### src/rtl/rv_periph_pkg.sv
/*
  Shared constants for the peripheral subsystem: address map, register
  offsets and sizes. Modules take what they need by a wildcard import.
*/
package rv_periph_pkg;

  // Bus width for address and data
  localparam int XLEN = 32;

  // ========================================
  // Region select, address bits 31 to 24
  // ========================================
  localparam logic [7:0] SEL_CLINT = 8'h02;
  localparam logic [7:0] SEL_PLIC  = 8'h0C;
  localparam logic [7:0] SEL_UART  = 8'h10;
  localparam logic [7:0] SEL_DMEM  = 8'h80;

  // CLINT offsets, high words sit at +4
  localparam logic [15:0] CLINT_MSIP_OFF     = 16'h0000;
  localparam logic [15:0] CLINT_MTIMECMP_OFF = 16'h4000;
  localparam logic [15:0] CLINT_MTIME_OFF    = 16'hBFF8;

  // UART word register indices, taken from address bits 4 to 2
  localparam logic [2:0] UART_RBR_THR = 3'd0;
  localparam logic [2:0] UART_IER     = 3'd1;
  localparam logic [2:0] UART_LSR     = 3'd5;

  // Line status bit positions
  localparam int LSR_DR   = 0;
  localparam int LSR_THRE = 5;
  localparam int LSR_TEMT = 6;

  localparam int UART_FIFO_DEPTH = 4;

  // ========================================
  // PLIC, id 0 reserved, id 1 UART, 2 to 7 external
  // ========================================
  localparam int PLIC_SOURCES = 8;
  localparam int PLIC_PRIO_W  = 3;

  localparam logic [23:0] PLIC_PENDING_OFF = 24'h001000;
  localparam logic [23:0] PLIC_ENABLE_OFF  = 24'h002000;
  localparam logic [23:0] PLIC_THRESH_OFF  = 24'h200000;
  localparam logic [23:0] PLIC_CLAIM_OFF   = 24'h200004;

  localparam int DMEM_WORDS = 256;

endpackage

### src/rtl/clint.sv
/*
  Core-local interruptor for one hart. Holds the free-running machine
  timer, its compare register and the software-interrupt bit.
*/
`timescale 1ns/1ps

module clint import rv_periph_pkg::*; (
  input  logic            clk,
  input  logic            reset,
  input  logic            valid,
  input  logic            we,
  input  logic [15:0]     addr,
  input  logic [XLEN-1:0] wdata,
  output logic            ready,
  output logic [XLEN-1:0] rdata,
  output logic            mtip,
  output logic            msip
);

  logic [63:0] mtime;
  logic [63:0] mtimecmp;
  logic        msip_reg;
  logic        wr_en;

  // Side effects land in the ready cycle
  assign wr_en = valid && ready && we;

  always_ff @(posedge clk) begin
    if (reset) begin
      ready <= 1'b0;
    end else begin
      ready <= valid && !ready;
    end
  end

  // ========================================
  // Timer, compare and software interrupt
  // ========================================
  always_ff @(posedge clk) begin
    if (reset) begin
      mtime    <= '0;
      mtimecmp <= '1;
      msip_reg <= 1'b0;
    end else begin
      mtime <= mtime + 64'd1;
      if (wr_en) begin
        case (addr)
          CLINT_MSIP_OFF:             msip_reg        <= wdata[0];
          CLINT_MTIMECMP_OFF:         mtimecmp[31:0]  <= wdata;
          CLINT_MTIMECMP_OFF + 16'd4: mtimecmp[63:32] <= wdata;
          // A write to the timer wins over the increment
          CLINT_MTIME_OFF:            mtime[31:0]     <= wdata;
          CLINT_MTIME_OFF + 16'd4:    mtime[63:32]    <= wdata;
          default: ;
        endcase
      end
    end
  end

  // Read mux
  always_comb begin
    case (addr)
      CLINT_MSIP_OFF:             rdata = {{(XLEN-1){1'b0}}, msip_reg};
      CLINT_MTIMECMP_OFF:         rdata = mtimecmp[31:0];
      CLINT_MTIMECMP_OFF + 16'd4: rdata = mtimecmp[63:32];
      CLINT_MTIME_OFF:            rdata = mtime[31:0];
      CLINT_MTIME_OFF + 16'd4:    rdata = mtime[63:32];
      default:                    rdata = '0;
    endcase
  end

  // Level outputs straight from registers
  assign mtip = (mtime >= mtimecmp);
  assign msip = msip_reg;

endmodule

### config.mk
export PLATFORM = sky130hd
export DESIGN_NAME = clint
export DESIGN_NICKNAME = d
export VERILOG_FILES = /design/src/rtl/rv_periph_pkg.sv /design/src/rtl/clint.sv
export SDC_FILE = /design/constraint.sdc
export NUM_CORES = 1
export LEC_CHECK = 0
export BUFFER_PORTS_ARGS = -buffer_cell sky130_fd_sc_hd__buf_2
export CAP_MARGIN = 20
export CORE_MARGIN = 2
export CORE_UTILIZATION = 60
export DETAILED_ROUTE_END_ITERATION = 10
export GPL_ROUTABILITY_DRIVEN = 0
export PLACE_DENSITY = 0.9
export SYNTH_ARGS = -nofsm -noshare
export SYNTH_HDL_FRONTEND = slang
export SYNTH_SLANG_ARGS = --single-unit
### constraint.sdc
create_clock -name clk -period 9.8 [get_ports clk]
set_input_delay 2.94 -clock clk [delete_from_list [all_inputs] [get_ports clk]]
set_output_delay 2.94 -clock clk [all_outputs]
set_load 0.05 [all_outputs]
==> out/metrics.yaml, run 1 <==
outcome: "complete, no violations"
yosysSeqAreaShare_pct: 32.2
num_io_pins: 87
critPathLaunchType: "input port"
synth-seq-cells: 130
grt-ovfl-total: 0
fin_ws_ns: 2.12
fin_crit_sh_pct: 78.4
cts_resized: 0
track_usage_pct: 31.0
viasPerCell: 6.37
layout-drive-gt1-share_pct: 13.6
required_ns: 6.86
largest_registers: "mtime: 64 flops, mtimecmp: 64 flops"
clock_latency_ns: 0.43
fin_nets: 1157
grt_pass1_wl_um: 35500
relSlewSlack_pct: 41.7
r2r_slack_ns: 7.04
numCtsBuffers: 17
power-per-cell-area_nw_per_um2: 128
syn2layout_area_growth_pct: 13.2
synthArstFlopShare_pct: 0
crit_arrival_ns: 4.74
antenna_found_initial: 0
cts_max_level: 4
drt_wl_total_um: 22500
die_w_um: 120
dp.cells: 1195
drv_slew: 0
synthCells: 986
drt-initial-drc-count: 915
fin_tns_setup_ns: 0
ys.flop_type: "dfxtp_1"
netlist.area_leader.share_pct: 32.2
synth-edff-count: 0
core_sq_um: 13200
nFillCells: 1016
worst_slew_pin_slew_ns: 0.870
cts.sinks: 130
worstHoldPathType: "register to register"
num_rows: 42
drt-wirelength-per-cell_um: 18.3
end_kind: "primary output"
hpwlAfterDp_um: 15000
synth.net_count: 1103
hold_viol: 0
finClkSkew_ns: 0.00582
fin_cells: 1229
critPathKind: "input port to primary output"
antenna_left: 0
maxCapViolations: 0
power_mw: 1.17
hold_buffers: 0
fmax_mhz: 130
dr.pass1.iters: 6
syn_area_per_cell_sq_um: 8.20
synth_area_leaders: "dfxtp_1, ha_1, a211o_1"
path_clk_slew_ns: 0.06
dieArea_sq_um: 14400
ys.warnings.count: 0
die_h_um: 120
n_antenna_cell: 0
whs_ns: 0.438
setup-violations-final: 0
grt_pass1_vias: 7330
cts_tree: "done"
remaining_drc_errors: 0
cts_root_buf: "clkbuf_16"
port_buffers: 86
syn_area_sq_um: 8090
dpl_worst_slack_ns: 2.16
cts_setup_buffers: 0
dpl_cell_area_sq_um: 8550
synth_top_area_cell: "dfxtp_1"
ir_drop_v: 0.000112
finish.utilization_pct: 69.4
crit_path_max_fanout: 33
rsz0062_at_grt: "no"
min_period_ns: 7.68
initial_utilization_pct: 61.3
clk_path_buf_depth: 2
grt_max_degree: 76
leakage_nw: 4.32
num_vias: 7828
finish.instance_area_sq_um: 9160
synth_cell_type_count: 50
-- power by group --
part	switching [mW]	total (mW)	internal, mW
logic	0.0242	0.0356	0.0115
clock network	0.228	0.601	0.373
registers	0.00203	0.532	0.530
-- critical path, stage by stage --
cell	delay, ns
buf_2	0.10
nor4_1	0.27
and3_1	0.26
and4b_1	0.20
buf_4	0.39
a22oi_1	0.19
nand2_1	0.11
buf_2	0.26
-- cells by family after synthesis --
kind of cell / synth area share [%]
AO/OA/AOI/OAI: 22.5
multiplexers: 0.124
flip-flops: 32.2
buffers and inverters: 6.22
XOR/XNOR: 6.61
AND/OR/NAND/NOR: 22.3
adder cells (fa/ha/maj): 10.1
-- layer usage --
layer / track usage (%) / up-vias / part of all wire, % / wire [um]
met3: 7.70 / 57 / 9.1 / 2040
met2: 48.9 / 390 / 46 / 10400
met1: 40.0 / 3678 / 41 / 9340
met4: 13.8 / 0 / 3.1 / 698
met5: 0 / - / 0 / 0
li1: - / 3703 / - / -
-- final cells by class --
| cell class | instances | area, sq um | share of cell area, % |
|---|---|---|---|
| sequential | 130 | 2600 | 28.4 |
| clock inverter | 5 | 50.0 | 0.547 |
| clock buffer | 27 | 503 | 5.49 |
| inverter | 66 | 248 | 2.71 |
| multi-input combinational | 729 | 4990 | 54.5 |
| tap | 176 | 220 | 2.41 |
| timing repair buffer | 96 | 541 | 5.90 |
-- worst paths after layout --
path              startpoint        end  depth (start not counted)
setup / recovery     addr[1]  rdata[11]                          8
hold / removal         ready      ready                          1
setup reg to reg    mtime[0]  mtime[58]                          7
hold reg to reg        ready      ready                          1
-- synth_stat cells, types with 2 or more instances --
library cell / number
a211o_1: 65
a211oi_1: 63
a21o_1: 5
a21oi_1: 27
a221oi_1: 2
a22oi_1: 62
and2_1: 7
and3_1: 16
and4_1: 10
buf_1: 6
buf_2: 9
buf_4: 2
clkbuf_1: 43
dfxtp_1: 130
ha_1: 65
inv_1: 66
nand2_1: 73
nand3_1: 40
nand4_1: 25
nand4_2: 2
nand4_4: 2
nor2_1: 141
nor2b_1: 2
nor3_1: 13
nor3_2: 3
nor4_1: 12
nor4_2: 5
o21ai_0: 7
or3_1: 3
xnor2_1: 32
xor2_1: 29
-- cell usage in the layout (no fill, tap or decap), types with 4 or more instances in the layout --
cell type  count
nor2_1       141
dfxtp_1      130
buf_2         85
nand2_1       71
inv_1         66
a211o_1       65
ha_1          65
a211oi_1      63
a22oi_1       62
nand3_1       40
xnor2_1       32
xor2_1        29
a21oi_1       27
nand4_1       25
clkbuf_16     17
and3_1        16
nor3_1        13
nor4_1        12
and4_1        10
buf_4          9
o21ai_0        7
clkbuf_1       6
and2_1         5
a21o_1         5
nor4_2         5
clkinv_2       4
clkbuf_8       4
Power figures use the tool's default switching activity.
==> run 2, diff against run 1 <==
--- a/config.mk
+++ b/config.mk
@@ -8,10 +8,10 @@
 export BUFFER_PORTS_ARGS = -buffer_cell sky130_fd_sc_hd__buf_2
 export CAP_MARGIN = 20
 export CORE_MARGIN = 2
-export CORE_UTILIZATION = 60
+export CORE_UTILIZATION = 54
 export DETAILED_ROUTE_END_ITERATION = 10
 export GPL_ROUTABILITY_DRIVEN = 0
-export PLACE_DENSITY = 0.9
+export PLACE_DENSITY = 0.86
 export SYNTH_ARGS = -nofsm -noshare
 export SYNTH_HDL_FRONTEND = slang
 export SYNTH_SLANG_ARGS = --single-unit
==> constraint.sdc (replaced) <==
create_clock -name clk -period 6.34 [get_ports clk]
set_input_delay 1.902 -clock clk [delete_from_list [all_inputs] [get_ports clk]]
set_output_delay 1.902 -clock clk [all_outputs]
set_load 0.05 [all_outputs]
==> run 2 against run 1 <==
Against the previous run:
- non-clock buffer count unchanged
- first-iteration DRC count decreased by 14%
- critical path type unchanged
- wire length decreased by 0.33%
- largest power group unchanged
- largest cell class unchanged
- global-route usage decreased by 3.3 points
==> out/metrics.yaml, run 2 (same netlist as run 1, synthesis figures left out) <==
outcome: "complete, no violations"
cts_root_buf: "clkbuf_16"
cts_setup_buffers: 0  # unchanged
fin_tns_setup_ns: 0  # unchanged
use_met1_pct: 37.0  # -3.0 points
relSlewSlack_pct: 38.1  # -3.6 points
hold_buffers: 0  # unchanged
nFillCells: 1190  # +17%
antenna_found_initial: 0  # unchanged
whs_ns: 0.435  # -0.00267 ns
cp_slowest_cell: "buf_4"
n_antenna_cell: 0  # unchanged
cp_slowest_stage_delay_ns: 0.39  # about the same
fmax_mhz: 180
top_usage_layer: "met2"
hpwlAfterDp_um: 15100  # +0.94%
path_clk_slew_ns: 0.06  # about the same
numCtsBuffers: 17  # unchanged
met2_usage_pct: 43.4  # -5.5 points
remaining_drc_errors: 0  # unchanged
fin_crit_sh_pct: 87.8
drt-initial-drc-count: 785  # -14%
viasPerCell: 6.23  # -2.2%
final_common_cell: "nor2_1"
power-per-cell-area_nw_per_um2: 208  # +63%
hold_path_startpoint: "ready"
clock_latency_ns: 0.42  # about the same
die_h_um: 126  # +5.2%
dr.pass1.iters: 5  # -1
track_usage_pct: 27.7  # -3.3 points
leakage_nw: 4.35  # +0.67%
critPathKind: "input port to primary output"
power_mw: 1.92  # +64%
setup-violations-final: 0  # unchanged
dp.cells: 1202  # +0.59%
hold_viol: 0  # unchanged
multi_input_area_sq_um: 5000  # +0.10%
min_to: "ready"
cts_tree: "done"
min_period_ns: 5.57
required_ns: 4.44  # -2.42 ns
r2r_slack_ns: 3.60  # -3.44 ns
worst_slew_pin_slew_ns: 0.929  # +0.0587 ns
port_buffers: 86  # unchanged
crit_arrival_ns: 3.67  # -1.07 ns
grt_pass1_vias: 7292  # -0.52%
layout-drive-gt1-share_pct: 14.2  # +0.57 points
grt_pass1_wl_um: 36000  # +1.2%
cts_max_level: 4  # unchanged
num_vias: 7705  # -1.6%
cts_resized: 0  # unchanged
crit_path_max_fanout: 34  # +3.0%
seq_area_sq_um: 2600  # unchanged
fin_nets: 1157  # unchanged
finish.utilization_pct: 63.4  # -6.0 points
fin_cells: 1237  # +0.65%
grt_max_degree: 83  # +9.2%
maxCapViolations: 0  # unchanged
largest_registers: "mtime: 64 flops, mtimecmp: 64 flops"
num_io_pins: 87  # unchanged
crit_top_cell: "buf_2"
critPathLaunchType: "input port"
worstHoldPathType: "register to register"
whs_path_depth: 1  # unchanged
layout_common_cells: "nor2_1, dfxtp_1, buf_2"
dieArea_sq_um: 16000  # +11%
r2r-end: "mtime[58]"
ir_drop_v: 0.000200  # +78%
clk_path_buf_depth: 2  # unchanged
grt_use_met3_pct: 5.65  # -2.0 points
antenna_left: 0  # unchanged
cts.sinks: 130  # unchanged
drt-wirelength-per-cell_um: 18.1  # -0.98%
initial_utilization_pct: 55.4  # -5.9 points
core_sq_um: 14600  # +11%
end_kind: "primary output"
grt-ovfl-total: 0  # unchanged
syn2layout_area_growth_pct: 14.5
rsz0062_at_grt: "no"
drv_slew: 0  # unchanged
crit_chain: "buf_2 > nand4bb_1 > nor4_1 > nor2b_2 > buf_4 > a22oi_1 > nand2_1 > buf_2"
num_rows: 44  # +4.8%
drt_wl_total_um: 22400  # -0.33%
finClkSkew_ns: 0.00660  # +0.000780 ns
die_w_um: 126  # +5.2%
r2r.worst_path.cells: 7  # unchanged
timing.rr.start: "mtime[0]"
-- run 2: cell types whose count changed in the layout (fill, tap and decap cells not counted), sizes merged --
cell and delta:
clkbuf -3, clkinvlp +3, clkinv -2, bufinv +2
-- run 2: final cells by class --
cell class,instances,share of cell area [%]
inverter,66,2.68
clock buffer,24,5.53
clock inverter,8,1.32
timing repair buffer,96,5.89
sequential,130,28.1
tap,184,2.49
multi-input combinational,729,54.0
-- run 2: routing by layer --
| metal | part of all wire [%] | vias to the layer above |
|---|---|---|
| li1 | - | 3707 |
| met1 | 44 | 3616 |
| met2 | 46 | 316 |
| met3 | 6.9 | 66 |
| met4 | 3.2 | 0 |
| met5 | 0 | - |
-- run 2: worst max path at each step --
stage | startpoint | endpoint | slack, ns | cells past startpoint
3_3_place_gp | addr[0] | rdata[11] | 0.81 | 8
5_1_grt | addr[1] | rdata[9] | 0.64 | 8
3_5_place_dp | addr[0] | rdata[0] | 0.78 | 8
6_report | addr[0] | rdata[11] | 0.77 | 8
4_1_cts | addr[0] | rdata[0] | 0.77 | 8
2_1_floorplan | addr[1] | rdata[10] | 0.97 | 7
-- run 2: metrics by stage --
stage                     instance area, sq um  setup WS (ns)
after global routing                      9260          0.640
final                                     9260          0.772
after CTS                                 9200          0.772
after detailed placement                  8560          0.784
after floorplan                           8090          0.974
after global placement                    8560          0.814
-- run 2: where the power goes --
part           leakage (nW)  internal [mW]  switching, mW  total [mW]
Sequential             1.05          0.819        0.00324       0.822
Combinational          2.99         0.0179         0.0377      0.0556
Clock                 0.304          0.680          0.363        1.04
-- run 2: critical path: cells and delay by family --
family	cells	cell delay, ns
buffers and inverters	3	0.75
AND/OR/NAND/NOR	4	0.80
AO/OA/AOI/OAI	1	0.20
==> run 3, diff against run 2 <==
--- a/config.mk
+++ b/config.mk
@@ -5,13 +5,16 @@
 export SDC_FILE = /design/constraint.sdc
 export NUM_CORES = 1
 export LEC_CHECK = 0
+export ABC_AREA = 1
 export BUFFER_PORTS_ARGS = -buffer_cell sky130_fd_sc_hd__buf_2
 export CAP_MARGIN = 20
+export CORE_ASPECT_RATIO = 1.1
 export CORE_MARGIN = 2
-export CORE_UTILIZATION = 54
+export CORE_UTILIZATION = 55
+export CTS_BUF_LIST = sky130_fd_sc_hd__clkbuf_16
 export DETAILED_ROUTE_END_ITERATION = 10
 export GPL_ROUTABILITY_DRIVEN = 0
-export PLACE_DENSITY = 0.86
+export PLACE_DENSITY = 0.87
 export SYNTH_ARGS = -nofsm -noshare
 export SYNTH_HDL_FRONTEND = slang
 export SYNTH_SLANG_ARGS = --single-unit
==> run 3 against run 2 <==
Against the previous run:
- sequential cell count unchanged
- synthesized area up 18%
- sequential power about the same
- via count up 40%
- sequential share of layout area down 3.6 points
- hold slack better by 0.026 ns
- critical endpoint is now rdata[30]
- synthesized cell count up 54%
- largest power group unchanged
- final area up 15%
- count of clock-buffer cells in the layout down 7
- highest routed layer unchanged
- register-to-register slack better by 0.22 ns
- wire length up 45%
==> out/metrics.yaml, run 3 <==
outcome: "complete, no violations"
cts.sinks: 130  # unchanged
grt_pass1_vias: 9861  # +35%
synth_cell_type_count: 37  # -26%
die_w_um: 130  # +2.6%
synth_area_leaders: "dfxtp_1, nand2_1, inv_1"
min_period_ns: 5.68  # +0.114 ns
cts_setup_buffers: 0  # unchanged
crit_chain: "buf_2 > inv_1 > nand4_1 > nor2_2 > nand2_1 > nor2_4 > buf_4 > a22oi_1 > nand3_1 > buf_2"
timing.critical_path.buf_inv: 4  # +1
critPathKind: "input port to primary output"
drt-initial-drc-count: 1371  # +75%
rsz0062_at_grt: "no"
hold_buffers: 0  # unchanged
cts_root_buf: "clkbuf_16"
setup-violations-final: 0  # unchanged
crit_path_max_fanout: 18  # -47%
end_kind: "primary output"
dieArea_sq_um: 18400  # +16%
r2r.worst_path.cells: 7  # unchanged
layout_common_cells: "nand2_1, inv_1, nand3_1"
switchingPower_mw: 0.412  # +1.9%
num_vias: 10800  # +40%
critPathLaunchType: "input port"
fin_crit_sh_pct: 89.6  # +1.8 points
finish.instance_area_sq_um: 10600  # +15%
path_clk_slew_ns: 0.06  # about the same
worst_slew_pin_slew_ns: 0.887  # -0.0411 ns
r2r-end: "mtime[60]"
grt_pass1_wl_um: 50400  # +40%
required_ns: 4.44  # about the same
leakage_nw: 5.60  # +29%
hpwlAfterDp_um: 23500  # +55%
r2r_slack_ns: 3.82  # +0.22 ns
maxCapViolations: 0  # unchanged
largest_registers: "mtime: 64 flops, mtimecmp: 64 flops"
cts_max_level: 4  # unchanged
drt_wl_total_um: 32500  # +45%
core_sq_um: 17000  # +17%
power-per-cell-area_nw_per_um2: 167  # -20%
die_h_um: 142  # +13%
grt-ovfl-total: 0  # unchanged
layout-drive-gt1-share_pct: 10.3  # -3.8 points
p_int_mw: 1.36  # -10%
cp.depth: 10  # +2
synth-seq-cells: 130  # unchanged
syn_area_per_cell_sq_um: 6.31  # -23%
crit_family: "simple AND/OR/NAND/NOR gates"
cts_resized: 0  # unchanged
syn2layout_area_growth_pct: 11.1
worstHoldPathType: "register to register"
ys.warnings.count: 0  # unchanged
netlist.area_leader.share_pct: 27.2  # -4.9 points
yosysSeqAreaShare_pct: 27.2  # -4.9 points
viasPerCell: 5.91  # -5.1%
drv_slew: 0  # unchanged
cp_slowest_cell: "nor2_4"
antenna_found_initial: 0  # unchanged
ys.flop_type: "dfxtp_1"
hold_viol: 0  # unchanged
clockPowerShare_pct: 49.5  # -4.8 points
dr.pass1.iters: 10  # +5
clk_path_buf_depth: 2  # unchanged
synth-edff-count: 0  # unchanged
drt-wirelength-per-cell_um: 17.8  # -1.7%
crit_top_cell: "buf_2"
cts_tree: "done"
synth_top_area_cell: "dfxtp_1"
n_antenna_cell: 0  # unchanged
crit_arrival_ns: 3.78  # +0.11 ns
synth.net_count: 1632  # +48%
track_usage_pct: 35.4  # +7.7 points
fin_tns_setup_ns: 0  # unchanged
num_rows: 50  # +14%
pwr-share-comb_pct: 4.1  # +1.2 points
synthCells: 1515  # +54%
initial_utilization_pct: 56.2  # +0.73 points
port_buffers: 86  # unchanged
synth.most_common_cell: "nand2_1"
crit_path_end: "rdata[30]"
grt_max_degree: 69  # -17%
fin_nets: 1693  # +46%
final_common_cell: "nand2_1"
remaining_drc_errors: 0  # unchanged
synthArstFlopShare_pct: 0  # unchanged
relSlewSlack_pct: 40.8  # +2.7 points
syn_area_sq_um: 9560  # +18%
clock_latency_ns: 0.43  # about the same
fmax_mhz: 176  # -2.0%
switching_share_pct: 23.3  # +2.2 points
timing.rr.start: "ready"
antenna_left: 0  # unchanged
num_io_pins: 87  # unchanged
ys_top_cells_by_count: "nand2_1, inv_1, nand3_1"
finClkSkew_ns: 0.00727  # +0.000668 ns
power.share.sequential_pct: 46.4  # +3.6 points
cp_slowest_stage_delay_ns: 0.40  # about the same
dpl_cell_area_sq_um: 10100  # +18%
critPathLaunch: "addr[14]"
numCtsBuffers: 17  # unchanged
ir_drop_v: 0.000152  # -24%
==> run 3: final cells by class <==
type	count	area, sq um
inverter	231	868
clock inverter	14	85.1
tap	234	293
clock buffer	17	425
fill	1553	6400
sequential	130	2600
timing repair buffer	93	483
multi-input combinational	1103	5860
==> run 3: kinds of logic (layout without fill, tap and decap cells) <==
kind of cell               after synthesis  count (layout)  share of synthesized area (%)
AOI/OAI and AO/OA                      191             191                           12.4
xor gates and xnor gates                24              24                           2.20
adders and majority gates               65              65                           8.51
buffers and inverters                  282             355                           11.5
DFF                                    130             130                           27.2
and+or+nand+nor                        823             823                           38.2
==> run 3: through the flow <==
step | util (%) | power, mW | setup slack [ns] | hold slack [ns] | std cells
after floorplan | - | 0.873 | 1.29 | 0.452 | 1515
after global placement | 59.4 | 0.909 | 0.756 | 0.434 | 1791
after detailed placement | 59.4 | 0.910 | 0.696 | 0.456 | 1791
after CTS | 62.4 | 1.77 | 0.706 | 0.463 | 1822
after global routing | 62.4 | 1.81 | 0.484 | 0.484 | 1822
final | 62.4 | 1.77 | 0.657 | 0.461 | 1822
==> run 3: worst register-to-register path, delay by kind of cell (launching register included) <==
kind            cells  cell delay (ns)
buf+inv             3             0.66
flops               1             0.36
simple gates        3             0.95
compound gates      1             0.45
==> run 3: worst min path at each step <==
stage                   end         start  cells past startpoint  slack, ns
6_report              ready         ready                      1       0.46
5_1_grt               ready         ready                      1       0.48
4_1_cts               ready         ready                      1       0.46
3_5_place_dp          ready         ready                      1       0.46
3_3_place_gp          ready         ready                      1       0.43
2_1_floorplan  mtimecmp[33]  mtimecmp[33]                      2       0.45
==> run 3: metal layers <==
metal / global-route usage, % / routed length [um] / share of wire (%) / vias to the layer above
li1: - / - / - / 5025
met4: 19.9 / 1820 / 5.6 / 0
met5: 0 / 0 / 0 / -
met3: 9.66 / 4250 / 13 / 152
met1: 44.4 / 12100 / 37 / 4866
met2: 54.6 / 14300 / 44 / 724
==> run 3: power by group through the flow <==
| stage | logic (mW) | clock network (mW) | registers [mW] |
|---|---|---|---|
| 4_1_cts | 0.0700 | 0.873 | 0.823 |
| 5_1_grt | 0.0784 | 0.905 | 0.823 |
| 2_1_floorplan | 0.0328 | 0 | 0.841 |
| 3_5_place_dp | 0.0693 | 0 | 0.840 |
| 6_report | 0.0722 | 0.877 | 0.823 |
| 3_3_place_gp | 0.0686 | 0 | 0.840 |
